### src/source/ent_ht_pkg.sv
/*
 * Entropy health-test shared definitions
 * Counter and symbol widths, adaptive proportion window and alert FSM states
 */

package ent_ht_pkg;

  // Counter and threshold width
  localparam int RegWidth = 16;

  // Noise symbol width
  localparam int RngBusWidth = 4;

  // Valid samples per adaptive proportion window
  localparam int ApWindow = 16;

  // Window sample index width, must cover ApWindow-1
  localparam int ApWinWidth = 4;

  // Alert controller states
  typedef enum logic [1:0] {
    // Test disabled or cleared
    AlIdle  = 2'd0,
    // Counting failures
    AlRun   = 2'd1,
    // Failure limit reached, alert level high
    AlAlert = 2'd2
  } alert_state_e;

endpackage : ent_ht_pkg

### src/source/redun_count.sv
/*
 * Hardened counter with set and saturating increment
 * A complement copy runs in lockstep and any disagreement raises err_o
 */

`timescale 1ns/100ps

module redun_count (
  input  logic                            clk_i,
  input  logic                            rst_ni,
  input  logic                            set_i,
  input  logic [ent_ht_pkg::RegWidth-1:0] set_cnt_i,
  input  logic                            incr_en_i,
  output logic [ent_ht_pkg::RegWidth-1:0] cnt_o,
  output logic                            err_o
);

  // Primary count
  logic [ent_ht_pkg::RegWidth-1:0] cnt_q, cnt_d;
  // Complement copy, ~cnt_q when healthy
  logic [ent_ht_pkg::RegWidth-1:0] cnt_inv_q, cnt_inv_d;

  // Primary path, set wins over increment
  always_comb begin
    cnt_d = cnt_q;
    if (set_i) begin
      cnt_d = set_cnt_i;
    end else if (incr_en_i && !(&cnt_q)) begin
      // Saturate at all ones
      cnt_d = cnt_q + 1'b1;
    end
  end

  // Complement path computed on its own
  // Increment of the count is a decrement here
  always_comb begin
    cnt_inv_d = cnt_inv_q;
    if (set_i) begin
      cnt_inv_d = ~set_cnt_i;
    end else if (incr_en_i && (|cnt_inv_q)) begin
      // All zeros here is saturation of the count
      cnt_inv_d = cnt_inv_q - 1'b1;
    end
  end

  always_ff @(posedge clk_i or negedge rst_ni) begin
    if (!rst_ni) begin
      cnt_q     <= '0;
      cnt_inv_q <= '1;
    end else begin
      cnt_q     <= cnt_d;
      cnt_inv_q <= cnt_inv_d;
    end
  end

  assign cnt_o = cnt_q;

  // Copies disagree
  assign err_o = (cnt_q != ~cnt_inv_q);

endmodule : redun_count

### src/source/repcnt_ht.sv
/*
 * Repetition count health test
 * Counts identical noise symbols in a row and pulses on reaching the threshold
 */

`timescale 1ns/100ps

module repcnt_ht (
  input  logic                               clk_i,
  input  logic                               rst_ni,
  input  logic [ent_ht_pkg::RngBusWidth-1:0] entropy_bit_i,
  input  logic                               entropy_bit_vld_i,
  input  logic                               clear_i,
  input  logic                               active_i,
  input  logic [ent_ht_pkg::RegWidth-1:0]    thresh_i,
  output logic [ent_ht_pkg::RegWidth-1:0]    test_cnt_o,
  output logic                               test_fail_pulse_o,
  output logic                               count_err_o
);

  logic                               restart;
  logic                               match_pulse;
  logic                               mismatch_pulse;
  logic [ent_ht_pkg::RegWidth-1:0]    rep_cnt;
  logic                               rep_cnt_err;
  logic [ent_ht_pkg::RngBusWidth-1:0] prev_sym_q, prev_sym_d;
  // Marks the cycle right after a counter update
  logic                               upd_mask_q;

  // Disabled or cleared
  assign restart = !active_i || clear_i;

  // Previous symbol, back to 0 on restart
  always_comb begin
    prev_sym_d = prev_sym_q;
    if (restart) begin
      prev_sym_d = '0;
    end else if (entropy_bit_vld_i) begin
      prev_sym_d = entropy_bit_i;
    end
  end

  always_ff @(posedge clk_i or negedge rst_ni) begin
    if (!rst_ni) begin
      prev_sym_q <= '0;
      upd_mask_q <= 1'b0;
    end else begin
      prev_sym_q <= prev_sym_d;
      upd_mask_q <= entropy_bit_vld_i;
    end
  end

  // Compare each valid sample with the last one
  assign match_pulse    = entropy_bit_vld_i && (entropy_bit_i == prev_sym_q);
  assign mismatch_pulse = entropy_bit_vld_i && (entropy_bit_i != prev_sym_q);

  // Run length, starts at 1 like the first symbol of a run
  redun_count u_rep_cnt (
    .clk_i,
    .rst_ni,
    .set_i     (restart || mismatch_pulse),
    .set_cnt_i (ent_ht_pkg::RegWidth'(1)),
    .incr_en_i (match_pulse),
    .cnt_o     (rep_cnt),
    .err_o     (rep_cnt_err)
  );

  // Sample the comparison once per update
  assign test_fail_pulse_o = active_i && upd_mask_q && (rep_cnt >= thresh_i);

  assign test_cnt_o  = rep_cnt;
  assign count_err_o = rep_cnt_err;

endmodule : repcnt_ht

### src/source/adaptp_ht.sv
/*
 * Adaptive proportion health test
 * Counts how often the first symbol of a fixed window recurs within it
 * and pulses at window end when the count reaches the threshold
 */

`timescale 1ns/100ps

module adaptp_ht (
  input  logic                               clk_i,
  input  logic                               rst_ni,
  input  logic [ent_ht_pkg::RngBusWidth-1:0] entropy_bit_i,
  input  logic                               entropy_bit_vld_i,
  input  logic                               clear_i,
  input  logic                               active_i,
  input  logic [ent_ht_pkg::RegWidth-1:0]    thresh_i,
  output logic [ent_ht_pkg::RegWidth-1:0]    test_cnt_o,
  output logic                               test_fail_pulse_o,
  output logic                               count_err_o
);

  localparam logic [ent_ht_pkg::ApWinWidth-1:0] LastIdx =
    ent_ht_pkg::ApWinWidth'(ent_ht_pkg::ApWindow - 1);

  logic                               restart;
  logic                               win_first;
  logic                               win_last;
  logic                               sym_match;
  logic [ent_ht_pkg::RegWidth-1:0]    ap_set_cnt;
  logic [ent_ht_pkg::RegWidth-1:0]    ap_cnt;
  logic                               ap_cnt_err;
  logic [ent_ht_pkg::ApWinWidth-1:0]  win_idx_q, win_idx_d;
  logic                               win_end_q, win_end_d;
  // Reference symbol of the current window
  logic [ent_ht_pkg::RngBusWidth-1:0] ref_sym_q;

  assign restart = !active_i || clear_i;

  // Position of this valid sample in the window
  assign win_first = entropy_bit_vld_i && (win_idx_q == '0);
  assign win_last  = entropy_bit_vld_i && (win_idx_q == LastIdx);

  // Later samples matching the reference
  assign sym_match = entropy_bit_vld_i && (win_idx_q != '0) &&
                     (entropy_bit_i == ref_sym_q);

  // Sample index, wraps after the last sample
  always_comb begin
    win_idx_d = win_idx_q;
    if (restart) begin
      win_idx_d = '0;
    end else if (win_last) begin
      win_idx_d = '0;
    end else if (entropy_bit_vld_i) begin
      win_idx_d = win_idx_q + 1'b1;
    end
  end

  // Window closes on this sample
  assign win_end_d = win_last && !restart;

  always_ff @(posedge clk_i or negedge rst_ni) begin
    if (!rst_ni) begin
      win_idx_q <= '0;
      win_end_q <= 1'b0;
    end else begin
      win_idx_q <= win_idx_d;
      win_end_q <= win_end_d;
    end
  end

  // First sample becomes the reference
  always_ff @(posedge clk_i) begin
    if (win_first) begin
      ref_sym_q <= entropy_bit_i;
    end
  end

  // Zero while idle, 1 on a window's first sample
  assign ap_set_cnt = restart ? '0 : ent_ht_pkg::RegWidth'(1);

  // Final count stays until the next window starts
  redun_count u_ap_cnt (
    .clk_i,
    .rst_ni,
    .set_i     (restart || win_first),
    .set_cnt_i (ap_set_cnt),
    .incr_en_i (sym_match),
    .cnt_o     (ap_cnt),
    .err_o     (ap_cnt_err)
  );

  // One compare per closed window
  assign test_fail_pulse_o = active_i && win_end_q && (ap_cnt >= thresh_i);

  assign test_cnt_o  = ap_cnt;
  assign count_err_o = ap_cnt_err;

endmodule : adaptp_ht

### src/source/ht_watermark.sv
/*
 * Health-test high watermarks
 * Tracks the highest repetition and adaptive proportion counts since clear
 */

`timescale 1ns/100ps

module ht_watermark (
  input  logic                            clk_i,
  input  logic                            rst_ni,
  input  logic                            clear_i,
  input  logic                            active_i,
  input  logic [ent_ht_pkg::RegWidth-1:0] repcnt_cnt_i,
  input  logic [ent_ht_pkg::RegWidth-1:0] adaptp_cnt_i,
  output logic [ent_ht_pkg::RegWidth-1:0] repcnt_hiwater_o,
  output logic [ent_ht_pkg::RegWidth-1:0] adaptp_hiwater_o
);

  logic                            restart;
  logic [ent_ht_pkg::RegWidth-1:0] rep_hw_q, rep_hw_d;
  logic [ent_ht_pkg::RegWidth-1:0] ap_hw_q, ap_hw_d;

  // Next watermark, larger of current mark and count
  function automatic logic [ent_ht_pkg::RegWidth-1:0] hw_next(
    input logic                            clr,
    input logic [ent_ht_pkg::RegWidth-1:0] mark,
    input logic [ent_ht_pkg::RegWidth-1:0] cnt
  );
    logic [ent_ht_pkg::RegWidth-1:0] res;
    res = mark;
    if (clr) begin
      res = '0;
    end else if (cnt > mark) begin
      res = cnt;
    end
    return res;
  endfunction

  assign restart = !active_i || clear_i;

  assign rep_hw_d = hw_next(restart, rep_hw_q, repcnt_cnt_i);
  assign ap_hw_d  = hw_next(restart, ap_hw_q, adaptp_cnt_i);

  // Marks lag the counts by one cycle
  always_ff @(posedge clk_i or negedge rst_ni) begin
    if (!rst_ni) begin
      rep_hw_q <= '0;
      ap_hw_q  <= '0;
    end else begin
      rep_hw_q <= rep_hw_d;
      ap_hw_q  <= ap_hw_d;
    end
  end

  assign repcnt_hiwater_o = rep_hw_q;
  assign adaptp_hiwater_o = ap_hw_q;

endmodule : ht_watermark

### src/source/ht_alert_ctrl.sv
/*
 * Health-test alert controller
 * Counts failure pulses and holds a level alert once the limit is reached
 */

`timescale 1ns/100ps

module ht_alert_ctrl (
  input  logic                            clk_i,
  input  logic                            rst_ni,
  input  logic                            clear_i,
  input  logic                            active_i,
  input  logic                            repcnt_fail_i,
  input  logic                            adaptp_fail_i,
  input  logic [ent_ht_pkg::RegWidth-1:0] alert_thresh_i,
  output logic [ent_ht_pkg::RegWidth-1:0] fail_total_o,
  output ent_ht_pkg::alert_state_e        alert_state_o,
  output logic                            alert_o
);

  logic                            restart;
  logic                            any_fail;
  logic                            limit_hit;
  logic [ent_ht_pkg::RegWidth-1:0] fail_total_q, fail_total_d;
  ent_ht_pkg::alert_state_e        state_q, state_d;

  assign restart = !active_i || clear_i;

  // Both tests failing in one cycle still count once
  assign any_fail = repcnt_fail_i || adaptp_fail_i;

  // Saturating failure total
  always_comb begin
    fail_total_d = fail_total_q;
    if (restart) begin
      fail_total_d = '0;
    end else if (any_fail && !(&fail_total_q)) begin
      fail_total_d = fail_total_q + 1'b1;
    end
  end

  // Zero limit never alerts
  assign limit_hit = (alert_thresh_i != '0) && (fail_total_q >= alert_thresh_i);

  always_comb begin
    state_d = state_q;
    unique case (state_q)
      ent_ht_pkg::AlIdle: begin
        if (!restart) begin
          state_d = ent_ht_pkg::AlRun;
        end
      end
      ent_ht_pkg::AlRun: begin
        if (restart) begin
          state_d = ent_ht_pkg::AlIdle;
        end else if (limit_hit) begin
          state_d = ent_ht_pkg::AlAlert;
        end
      end
      ent_ht_pkg::AlAlert: begin
        // Held until cleared or disabled
        if (restart) begin
          state_d = ent_ht_pkg::AlIdle;
        end
      end
      default: state_d = ent_ht_pkg::AlIdle;
    endcase
  end

  always_ff @(posedge clk_i or negedge rst_ni) begin
    if (!rst_ni) begin
      fail_total_q <= '0;
      state_q      <= ent_ht_pkg::AlIdle;
    end else begin
      fail_total_q <= fail_total_d;
      state_q      <= state_d;
    end
  end

  assign fail_total_o  = fail_total_q;
  assign alert_state_o = state_q;
  assign alert_o       = (state_q == ent_ht_pkg::AlAlert);

endmodule : ht_alert_ctrl

### src/source/ent_ht_top.sv
/*
 * Entropy source health-test subsystem
 * Repetition count and adaptive proportion tests with watermarks and alert
 */

`timescale 1ns/100ps

module ent_ht_top (
  input  logic                               clk_i,
  input  logic                               rst_ni,
  input  logic [ent_ht_pkg::RngBusWidth-1:0] entropy_bit_i,
  input  logic                               entropy_bit_vld_i,
  input  logic                               active_i,
  input  logic                               clear_i,
  input  logic [ent_ht_pkg::RegWidth-1:0]    repcnt_thresh_i,
  input  logic [ent_ht_pkg::RegWidth-1:0]    adaptp_thresh_i,
  input  logic [ent_ht_pkg::RegWidth-1:0]    alert_thresh_i,
  output logic [ent_ht_pkg::RegWidth-1:0]    repcnt_cnt_o,
  output logic [ent_ht_pkg::RegWidth-1:0]    adaptp_cnt_o,
  output logic [ent_ht_pkg::RegWidth-1:0]    repcnt_hiwater_o,
  output logic [ent_ht_pkg::RegWidth-1:0]    adaptp_hiwater_o,
  output logic                               repcnt_fail_o,
  output logic                               adaptp_fail_o,
  output logic [ent_ht_pkg::RegWidth-1:0]    fail_total_o,
  output ent_ht_pkg::alert_state_e           alert_state_o,
  output logic                               alert_o,
  output logic                               count_err_o
);

  logic repcnt_err;
  logic adaptp_err;

  // Stuck symbol test
  repcnt_ht u_repcnt (
    .clk_i,
    .rst_ni,
    .entropy_bit_i,
    .entropy_bit_vld_i,
    .clear_i,
    .active_i,
    .thresh_i          (repcnt_thresh_i),
    .test_cnt_o        (repcnt_cnt_o),
    .test_fail_pulse_o (repcnt_fail_o),
    .count_err_o       (repcnt_err)
  );

  // Symbol bias test
  adaptp_ht u_adaptp (
    .clk_i,
    .rst_ni,
    .entropy_bit_i,
    .entropy_bit_vld_i,
    .clear_i,
    .active_i,
    .thresh_i          (adaptp_thresh_i),
    .test_cnt_o        (adaptp_cnt_o),
    .test_fail_pulse_o (adaptp_fail_o),
    .count_err_o       (adaptp_err)
  );

  ht_watermark u_watermark (
    .clk_i,
    .rst_ni,
    .clear_i,
    .active_i,
    .repcnt_cnt_i     (repcnt_cnt_o),
    .adaptp_cnt_i     (adaptp_cnt_o),
    .repcnt_hiwater_o,
    .adaptp_hiwater_o
  );

  ht_alert_ctrl u_alert_ctrl (
    .clk_i,
    .rst_ni,
    .clear_i,
    .active_i,
    .repcnt_fail_i  (repcnt_fail_o),
    .adaptp_fail_i  (adaptp_fail_o),
    .alert_thresh_i,
    .fail_total_o,
    .alert_state_o,
    .alert_o
  );

  // Either hardened counter out of step
  assign count_err_o = repcnt_err || adaptp_err;

endmodule : ent_ht_top

### config.mk
export PLATFORM = sky130hd
export DESIGN_NAME = ent_ht_top
export DESIGN_NICKNAME = d
export VERILOG_FILES = /design/src/source/ent_ht_pkg.sv /design/src/source/redun_count.sv /design/src/source/repcnt_ht.sv /design/src/source/adaptp_ht.sv /design/src/source/ht_watermark.sv /design/src/source/ht_alert_ctrl.sv /design/src/source/ent_ht_top.sv
export SDC_FILE = /design/constraint.sdc
export NUM_CORES = 1
export LEC_CHECK = 0
export BUFFER_PORTS_ARGS = -buffer_cell sky130_fd_sc_hd__buf_2
export CAP_MARGIN = 25
export CORE_MARGIN = 1
export CORE_UTILIZATION = 45
export CTS_CLUSTER_SIZE = 24
export DETAILED_ROUTE_END_ITERATION = 8
export PLACE_DENSITY = 0.72
export SLEW_MARGIN = 40
export SYNTH_ARGS = -nofsm -noshare
export SYNTH_HDL_FRONTEND = slang
export SYNTH_SLANG_ARGS = --single-unit
### constraint.sdc
create_clock -name clk_i -period 2.4 [get_ports clk_i]
set_input_delay 0.48 -clock clk_i [delete_from_list [all_inputs] [get_ports clk_i]]
set_output_delay 0.48 -clock clk_i [all_outputs]
set_load 0.02 [all_outputs]
* Yosys cells after proc, flatten, opt, wreduce, memory -nomap -nowiden
Cells that the tools add are included.
** Word-level totals
- Memories kept :: 0
- Register bits after elaboration :: 128
- Memory bits (writable) :: 0
- Latch bits :: 0
- Output and inout port bits :: 86
- Memory bits (read-only) :: 0
- Input port bits :: 57
** Operators by class
- Shifts and indexed selects :: 0
- Bitwise operators :: 3
- Add/sub/neg operators :: 6
- Eq/ne operators :: 11
- Multiply operators :: 0
- Mux-type cells :: 25
- Reduce and logical (&&, ||, !) cells :: 46
- Order comparisons :: 5
- Div/mod/pow operators :: 0
** Operators with widths (number)
- $mux 16 :: 14
- $add 16x1->16 const B :: 3
- $ge 16x16->1 :: 3
- $not 16->16 :: 3
- $reduce_and 16->1 :: 3
- $gt 16x16->1 :: 2
- $ne 16x16->1 :: 2
- $reduce_or 16->1 :: 2
- $sub 16x1->16 const B :: 2
- $mux 4 :: 5
- $logic_and 1x1->1 :: 17
- $reduce_bool 16->1 :: 1
- $reduce_bool 2->1 :: 8
- $eq 4x4->1 :: 2
- $mux 2 :: 4
- $pmux 2 s3 :: 1
- $logic_not 1->1 :: 5
- $logic_or 1x1->1 :: 5
- $add 4x1->4 const B :: 1
- $eq 4x4->1 const B :: 1
- $logic_not 4->1 :: 1
- $ne 4x4->1 :: 1
- $reduce_bool 4->1 :: 1
- $ne 3x2->1 const B :: 1
- 8 further kinds :: 8

* Longest topological paths before layout
Gate-level depths: netlist of run 1.
- Word-level depth :: 6
- Depth in mapped cells :: 12
- Depth with buffers taken out :: 9

* Hierarchy
Synthesis of run 1 repeated with hierarchy kept, for this count alone.
** Second synthesis, totals
- Cell total of the unflattened synthesis :: 1129
- Area, all modules :: 9844.4 um^2
** Modules (own cells, without submodules)
- ht_watermark :: area each 2317.2 um^2, times used 1, seq. area each 800.8 um^2, cells each 251
- redun_count at u_adaptp.u_ap_cnt :: area each 2303.5 um^2, times used 1, seq. area each 820.8 um^2, cells each 268
- redun_count at u_repcnt.u_rep_cnt :: area each 2203.4 um^2, times used 1, seq. area each 820.8 um^2, cells each 252
- ht_alert_ctrl :: area each 1514.0 um^2, times used 1, seq. area each 450.4 um^2, cells each 178
- adaptp_ht :: area each 848.3 um^2, times used 1, seq. area each 245.2 um^2, cells each 97
- repcnt_ht :: area each 651.9 um^2, times used 1, seq. area each 125.1 um^2, cells each 82
- ent_ht_top :: area each 6.3 um^2, times used 1, seq. area each 0.0 um^2, cells each 1

* Worst setup path before layout of run 1
OpenSTA, ideal clock, no wires.
- Path kind :: reg-to-reg
- Start :: register u_repcnt.u_rep_cnt.cnt_q (netlist bit u_repcnt.u_rep_cnt.cnt_o[0])
- End :: register u_alert_ctrl.fail_total_q (netlist bit u_alert_ctrl.fail_total_o[10])
- Setup slack :: -0.199 ns
- Stages on the path, launching flop included :: 12
- Clock period less this slack :: 2.599 ns
- Arrival time :: 2.521 ns
- Buffers on the path :: 2
- Library setup time :: 0.078 ns
- Cell sequence :: dfrtp_1 -> clkbuf_1 -> inv_1 -> ha_1 -> nor3b_1 -> o21ai_0 -> a31oi_1 -> a21oi_2 -> a22oi_4 -> buf_6 -> or4_1 -> a21oi_1
** On the way
- Cells in the longest elaborated chain, start to end :: 5
** RTL lines
- start: declaration :: line redun_count.sv:19 : logic [ent_ht_pkg::RegWidth-1:0] cnt_q, cnt_d;
- start signal: assignment :: line redun_count.sv:51 : cnt_q <= cnt_d;
- $ge 16x16->1 :: line repcnt_ht.sv:69 : assign test_fail_pulse_o = active_i && upd_mask_q && (rep_cnt >= thresh_i);
- $logic_and 1x1->1 :: line repcnt_ht.sv:69
- named net repcnt_fail_o :: line ent_ht_top.sv:22 : output logic repcnt_fail_o,
- $logic_or 1x1->1 :: line ht_alert_ctrl.sv:30 : assign any_fail = repcnt_fail_i || adaptp_fail_i;
- $logic_and 1x1->1 :: line ht_alert_ctrl.sv:37 : end else if (any_fail && !(&fail_total_q)) begin
- $reduce_bool 2->1 (no source line)
- end signal: assignment :: line ht_alert_ctrl.sv:75 : fail_total_q <= fail_total_d;
- end: declaration :: line ht_alert_ctrl.sv:24 : logic [ent_ht_pkg::RegWidth-1:0] fail_total_q, fail_total_d;
The timed path passes the listed nets, and every way through them passes these cells.
A chain may end at the register's enable or synchronous reset.

* Worst setup path after layout of run 1
- Start :: register u_adaptp.u_ap_cnt.cnt_q (netlist bit u_adaptp.u_ap_cnt.cnt_o[11])
- End :: output adaptp_fail_o
** On the way
- Cells in the longest elaborated chain, start to end :: 2
** RTL lines
- start: declaration :: line redun_count.sv:19
- start signal: assignment :: line redun_count.sv:51
- $ge 16x16->1 :: line adaptp_ht.sv:94 : assign test_fail_pulse_o = active_i && win_end_q && (ap_cnt >= thresh_i);
- $logic_and 1x1->1 :: line adaptp_ht.sv:94
- end: declaration :: line ent_ht_top.sv:23 : output logic adaptp_fail_o,
Every way passes these cells.

==> run metrics, run 1 <==
RSZ-0062 raised after global routing=true; yosys warns=0; CTS Hold Bufs=0; total global routing overflow=0; CTS buffer count=17; Buffers on Ports=142; chip height=141.0 um; antenna viol nets, final=0; Rows=50; crit path time final=about 2.6 ns; drt via density=5.422; Routed WL=around 24 mm; CTS tree=done; Setup CP Type=flip-flop to output port; Pwr Density=about 450 mW/mm2; vias=7,921; final setup margin=-0.2013 ns; share of cells above drive strength 1=0.3589; share of the synthesized area in the top cell type=0.2649; clock latency at the later pin of the worst-skew pair=0.42 ns; Initial Util=0.4615; violated checks=negative setup slack; Global Route Usage Sum=0.2496; sequential element share of the synthesized area=0.3755; CP Launch Type=flip-flop; Area contributors post-synth=dfrtp_1 (26%), ha_1 (13%), dfstp_2 (9.7%), xor2_1 (5.1%), inv_1 (4.1%); worst setup path startpoint=u_adaptp.u_ap_cnt.cnt_o[11]; die width=roughly 140 um; Worst-path clk slew=about 0.06 ns; flops & latches, synth=128; FF-to-FF End=u_alert_ctrl.fail_total_o[1]; Final period util=1.084; cells after synthesis=965; Layout Skew=between 0.009 and 0.01 ns; syn avg cell area=9.005 um2; outcome=finished, violations left; reg2reg start=u_adaptp.u_ap_cnt.cnt_o[11]; drt initial violations=562; post-synth net total=1,109; R2R Setup Slk=-0.06 ns; critical path arrival=2.12 ns; P&R area growth vs syn=34.37%; 1st-pass router iterations=5; Post-synth EDFFs=4; worst hold path type=primary input to async pin; CP Data Required Time=1.92 ns; Fmax=384.4 MHz; crit path capture type=output port; Peak supply drop=0.0005125 V; Setup Total Neg Slack=-0.6963 ns; Crit Path Max Fanout=3; Slew Viols, Final=0; global-route wire length before repair=approximately 40 mm; core box area=0.01883 mm2; Slew @ Worst Pin=just under 0.7 ns; Power, Total=between 5000 and 6000 uW; DIE AREA=0.01987 mm2; ys flop type=dfrtp_1; num ports=about 140; post-synthesis cell area=roughly 0.0087 mm2; DP Wirelength=about 17 mm; max-cap viol count=0; pin count of the biggest net entering global routing=44; Post-synth ARST share=0.9688; Max Buffers Root-to-Sink=2; Setup crit end=adaptp_fail_o; Root Buffer=clkbuf_16; Final nets=1,332; Final GP Congestion=0.8541; vias in the first global route=roughly 7.9k; H-tree Lvls=4; P_leak=around 0.0055 uW; initial antenna violation count=0; Slew HR=0.5506; Distinct cells, synth=66; worst r2r path cells=11; setup violators final=25; post-synth top area cell=dfrtp_1; # diodes=0; DRC viols=0; Clock Sinks=128; final hold violation count=0; DR WL/cell=16.76 um
## timing repair
item,4_1_cts,5_1_grt
resized for setup,45,102
cloned,4,2
setup buffers,8,15
endpoints found under the setup margin,31,67
pin swaps,44,37
## final cells by class
class,instances,area [um2]
Fill cell,1558,7154
Multi-Input combinational cell,703,5532
Sequential cell,128,3276
Timing Repair Buffer,242,1650
Clock buffer,26,500.5
Inverter,96,360.3
Tap cell,260,325.3
Clock inverter,6,32.53
## registers in the layout, indices dropped and copies added (netlist names)
name	cells
u_alert_ctrl.fail_total_o	16
u_adaptp.win_end_q	1
u_adaptp.win_idx_q	4
u_adaptp.u_ap_cnt.cnt_o	16
u_adaptp.ref_sym_q	4
u_adaptp.u_ap_cnt.cnt_inv_q	16
u_repcnt.u_rep_cnt.cnt_o	16
u_watermark.repcnt_hiwater_o	16
u_repcnt.prev_sym_q	4
u_repcnt.u_rep_cnt.cnt_inv_q	16
u_alert_ctrl.alert_state_o	2
u_watermark.adaptp_hiwater_o	16
u_repcnt.upd_mask_q	1
## critical path: stages (launching register included)
cell      delay (ns)
dfrtp_1         0.41
ha_4            0.26
a21oi_2         0.12
o21ai_1         0.13
a221oi_4        0.33
o21ai_4         0.12
and3_4          0.19
buf_6           0.12
## worst min-delay path by stage
| stage | end | slack [ns] | cells past startpoint |
|---|---|---|---|
| 2_1_floorplan | u_adaptp.u_ap_cnt.cnt_o[0] | 0.18 | 0 |
| 3_3_place_gp | u_alert_ctrl.alert_state_o[0] | 0.45 | 1 |
| 3_5_place_dp | u_alert_ctrl.alert_state_o[0] | 0.46 | 1 |
| 4_1_cts | u_watermark.repcnt_hiwater_o[14] | 0.07 | 1 |
| 5_1_grt | u_watermark.repcnt_hiwater_o[12] | 0.09 | 1 |
| 6_report | u_watermark.repcnt_hiwater_o[14] | 0.05 | 1 |
## placed cells by master (no fill, tap or decap), types with 34 or more instances in the layout
cell type and count:
buf_2 138, inv_1 95, buf_4 84, dfrtp_1 82, nand2_1 79, ha_1 77, nor2_1 76, xor2_1 44
xnor2_1 34
## kinds of logic (layout without fill, tap and decap cells)
| family | count (synthesis) | after routing | share of synthesized area |
|---|---|---|---|
| muxes | 25 | 25 | 0.02894 |
| xor gates and xnor gates | 85 | 85 | 0.08567 |
| adders and majority gates | 87 | 87 | 0.1253 |
| AOI/OAI and AO/OA | 152 | 152 | 0.1117 |
| buffers and inverters | 134 | 370 | 0.06163 |
| DFF | 128 | 128 | 0.3755 |
| and+or+nand+nor | 354 | 354 | 0.2112 |
## stage by stage
stage / hold slack, ns / utilization / worst slack (ns) / std cells / instance area (um2)
2_1_floorplan: 0.1844 / - / 0.0006291 / 965 / 8742
3_3_place_gp: 0.4531 / 0.5414 / -0.2542 / 1401 / 10190
3_5_place_dp: 0.4616 / 0.5415 / -0.2788 / 1401 / 10200
4_1_cts: 0.06682 / 0.5898 / -0.2604 / 1445 / 11110
5_1_grt: 0.08950 / 0.6201 / -0.3168 / 1461 / 11680
6_report: 0.04932 / 0.6201 / -0.2013 / 1461 / 11680
## layer usage
metal	up-vias	part of all wire	track usage
met2	217	0.48	0.4124
li1	3826	-	-
met4	0	0.015	0.08009
met1	3847	0.46	0.3377
met3	31	0.037	0.03499
met5	-	0	0
## Yosys cell counts (6+ instances only)
cell type,count
nor3_1,21
nor4_1,19
xor2_1,51
a21o_1,17
and3_1,15
or4_1,15
or3_1,11
nand4_1,32
nand2_1,81
a21oi_1,38
dfrtp_1,92
nand3_1,45
dfstp_2,32
o31ai_1,17
inv_1,96
ha_1,87
mux2i_1,24
xnor2_1,34
o21ai_0,40
clkbuf_1,28
o211ai_1,6
o21a_1,8
nor2_1,79
## where the power goes
group          switching (uW)  leakage (uW)  internal, uW
combinational             369       0.00365           269
clock                     959      0.000263          1430
sequential               13.0       0.00163          2190
(Power assumes the default switching activity.)
==> run 2: changes to the inputs <==
--- a/config.mk
+++ b/config.mk
@@ -5,14 +5,16 @@
 export SDC_FILE = /design/constraint.sdc
 export NUM_CORES = 1
 export LEC_CHECK = 0
+export ABC_AREA = 1
 export BUFFER_PORTS_ARGS = -buffer_cell sky130_fd_sc_hd__buf_2
 export CAP_MARGIN = 25
 export CORE_MARGIN = 1
 export CORE_UTILIZATION = 45
 export CTS_CLUSTER_SIZE = 24
 export DETAILED_ROUTE_END_ITERATION = 8
-export PLACE_DENSITY = 0.72
+export PLACE_DENSITY = 0.71
 export SLEW_MARGIN = 40
 export SYNTH_ARGS = -nofsm -noshare
 export SYNTH_HDL_FRONTEND = slang
 export SYNTH_SLANG_ARGS = --single-unit
+export TNS_END_PERCENT = 50
==> run metrics, run 2 <==
outcome=finished, violations left (unchanged); violated checks=negative setup slack (unchanged); final setup margin=-0.07164 ns (was -0.2013 ns); Slew @ Worst Pin=0.6494 ns (was 0.6734 ns); DP Wirelength=20.82 mm (was 16.96 mm); Layout Skew=0.01047 ns (was 0.009167 ns); crit path time final=2.472 ns (was 2.601 ns); critical path's largest stage delay=0.42 ns (was 0.41 ns); Final nets=1,649 (was 1,332); CP Data Required Time=1.92 ns (about the same); Logic pwr share=0.110 (was 0.122); # diodes=0 (unchanged); Pwr Density=469.3 mW/mm2 (was 447.9 mW/mm2); DRC viols=0 (unchanged); P_leak=0.006334 uW (was 0.005544 uW); Worst-path clk slew=0.05 ns (was 0.06 ns); H-tree Lvls=4 (unchanged); Area contributors post-synth=dfrtp_1 (24%), nand2_1 (12%), ha_1 (11%), dfstp_2 (8.7%), inv_1 (7.2%) (was dfrtp_1 (26%), ha_1 (13%), dfstp_2 (9.7%), xor2_1 (5.1%), inv_1 (4.1%)); Clock Sinks=128 (unchanged); Post-synth ARST share=0.9688 (unchanged); Net Sw Frac=0.2575 (was 0.2563); sequential element share of the synthesized area=0.3384 (was 0.3755); initial antenna violation count=0 (unchanged); commonest non-fill, non-tap cell in the layout=nand2_1 (was buf_2); Final period util=1.030 (was 1.084); highest-delay cell along the critical path=dfrtp_1 (unchanged); Util after Layout=0.5644 (was 0.6201); clock power share=0.479 (was 0.456); vias in the first global route=9,041 (was 7,894); post-synth net total=1,454 (was 1,109); dpl cell area=0.01099 mm2 (was 0.01020 mm2); share of cells above drive strength 1=0.2365 (was 0.3589); post-synth top area cell=dfrtp_1 (unchanged); Routed WL=27.75 mm (was 24.48 mm); WP buf/inv=2 (was 1); pin count of the biggest net entering global routing=101 (was 44); DIE AREA=0.02202 mm2 (was 0.01987 mm2); Crit Path Max Fanout=9 (was 3); drt initial violations=774 (was 562); Root Buffer=clkbuf_16 (unchanged); chip height=148.4 um (was 141.0 um); Distinct cells, synth=53 (was 66); commonest non-fill, non-tap cells in the layout=nand2_1 (298), inv_1 (177), buf_2 (138) (was buf_2 (138), inv_1 (95), buf_4 (84)); Finished Layout Cells=1,793 (was 1,461); RSZ-0062 raised after global routing=true (unchanged); clock latency at the later pin of the worst-skew pair=0.42 ns (about the same); Initial Util=0.4587 (was 0.4615); final hold violation count=0 (unchanged); Slew HR=0.5671 (was 0.5506); Post-synth EDFFs=4 (unchanged); drt via density=5.404 (was 5.422); 1st-pass router iterations=5 (unchanged); Max Buffers Root-to-Sink=2 (unchanged); Rows=53 (was 50); DR WL/cell=15.48 um (was 16.76 um); Setup Total Neg Slack=-0.07164 ns (was -0.6963 ns); yosys warns=0 (unchanged); vias=9,690 (was 7,921); hold_ws=0.08744 ns (was 0.04932 ns); Peak supply drop=0.0004553 V (was 0.0005125 V); most frequent cells after synthesis=nand2_1 (303), inv_1 (185), nand3_1 (107) (was inv_1 (96), dfrtp_1 (92), ha_1 (87)); kind of cell adding the most delay to the critical path=simple AND/OR/NAND/NOR gates (was compound AO/OA/AOI/OAI gates); syn avg cell area=7.361 um2 (was 9.005 um2); die width=148.4 um (was 141.0 um); sw power=1434 uW (was 1340 uW); post-synthesis cell area=0.009643 mm2 (was 0.008690 mm2); design area=0.01186 mm2 (was 0.01168 mm2); crit path capture type=output port (unchanged); CTS Hold Bufs=0 (unchanged); cell count after placement=1,746 (was 1,401); total global routing overflow=0 (unchanged); worst hold path type=primary input to async pin (unchanged); flops & latches, synth=128 (unchanged); ys flop type=dfrtp_1 (unchanged); global-route wire length before repair=45.22 mm (was 39.23 mm); most used cell, CP=nand2_1; cells after synthesis=1,310 (was 965); Setup CP Type=flip-flop to output port (unchanged); core box area=0.02102 mm2 (was 0.01883 mm2); most instantiated library cell after synthesis=nand2_1 (was inv_1); setup violators final=1 (was 25); max-cap viol count=0 (unchanged); CTS tree=done (unchanged); Final GP Congestion=0.9264 (was 0.8541); Fmax=404.6 MHz (was 384.4 MHz); CTS buffer count=17 (unchanged); Seq pwr share=0.410 (was 0.422); Internal=4134 uW (was 3890 uW); Slew Viols, Final=0 (unchanged); critical path arrival=1.99 ns (was 2.12 ns); Global Route Usage Sum=0.2603 (was 0.2496); share of the synthesized area in the top cell type=0.2387 (was 0.2649); antenna viol nets, final=0 (unchanged); num ports=143 (unchanged); CP Launch Type=flip-flop (unchanged); Buffers on Ports=142 (unchanged); P&R area growth vs syn=23.03% (was 34.37%); crit-path cells=buf_4 -> nand2_1 -> o21ai_1 -> nor4_1 -> nand4_1 -> nor2_1 -> nand2_1 -> buf_6 (was ha_4 -> a21oi_2 -> o21ai_1 -> a221oi_4 -> o21ai_4 -> and3_4 -> buf_6)
-- run 2: power by group through the flow --
stage | combinational, uW | clock [uW] | sequential, uW
floorplan | 334 | 0 | 2320
global placement | 576 | 0 | 2320
detailed placement | 587 | 0 | 2320
CTS | 607 | 2690 | 2280
global route | 688 | 2790 | 2290
finish | 615 | 2670 | 2280
-- run 2: logic make-up after synthesis --
family          after synthesis  synth area share
xor+xnor                     59           0.05359
flops                       128            0.3384
fa+ha+maj                    87            0.1129
compound gates              152           0.08979
simple gates                647            0.3075
buf+inv                     237           0.09783
-- run 2: through the flow --
| stage | worst slack, ns | total power [uW] |
|---|---|---|
| final | -0.07164 | 5567 |
| after global routing | -0.1456 | 5765 |
| after CTS | -0.03237 | 5584 |
| after detailed placement | 0.1429 | 2908 |
| after global placement | 0.1382 | 2895 |
| after floorplan | 0.3797 | 2650 |
-- run 2: routing by layer --
| metal | vias up | wire length [um] | track usage |
|---|---|---|---|
| met1 | 4597 | 12490 | 0.3446 |
| met3 | 53 | 1385 | 0.03497 |
| li1 | 4729 | - | - |
| met4 | 0 | 685 | 0.09691 |
| met5 | - | 0 | 0 |
| met2 | 311 | 13190 | 0.4329 |
-- run 2: area by class of cell --
class                           count  area (um2)
Inverter                          193       726.9
Sequential cell                   128        3282
Multi-Input combinational cell    945        5550
Clock buffer                       22       464.2
Fill cell                        1928        9158
Timing Repair Buffer              220        1359
Tap cell                          275       344.1
Clock inverter                     10       137.6
-- run 2: timing repair --
item / CTS / global route
cloned: 0 / 0
pin swaps: 8 / 13
endpoints found under the setup margin: 3 / 13
gates resized for setup: 36 / 12
setup buffers: 15 / 1
-- run 2: path summary, 6_finish.rpt --
path / cells past startpoint / to / slack [ns] / start
setup reg to reg: 12 / u_watermark.adaptp_hiwater_o[7] / 0.25 / u_adaptp.u_ap_cnt.cnt_o[7]
hold reg to reg: 2 / u_adaptp.u_ap_cnt.cnt_inv_q[12] / 0.50 / u_adaptp.u_ap_cnt.cnt_inv_q[12]
min in group clk_i: 1 / u_repcnt.upd_mask_q / 0.27 / entropy_bit_vld_i
hold / removal: 1 / u_watermark.repcnt_hiwater_o[1] / 0.09 / rst_ni
setup / recovery: 8 / count_err_o / -0.07 / u_adaptp.u_ap_cnt.cnt_o[7]
max in group asynchronous: 2 / u_repcnt.u_rep_cnt.cnt_inv_q[3] / 1.61 / rst_ni
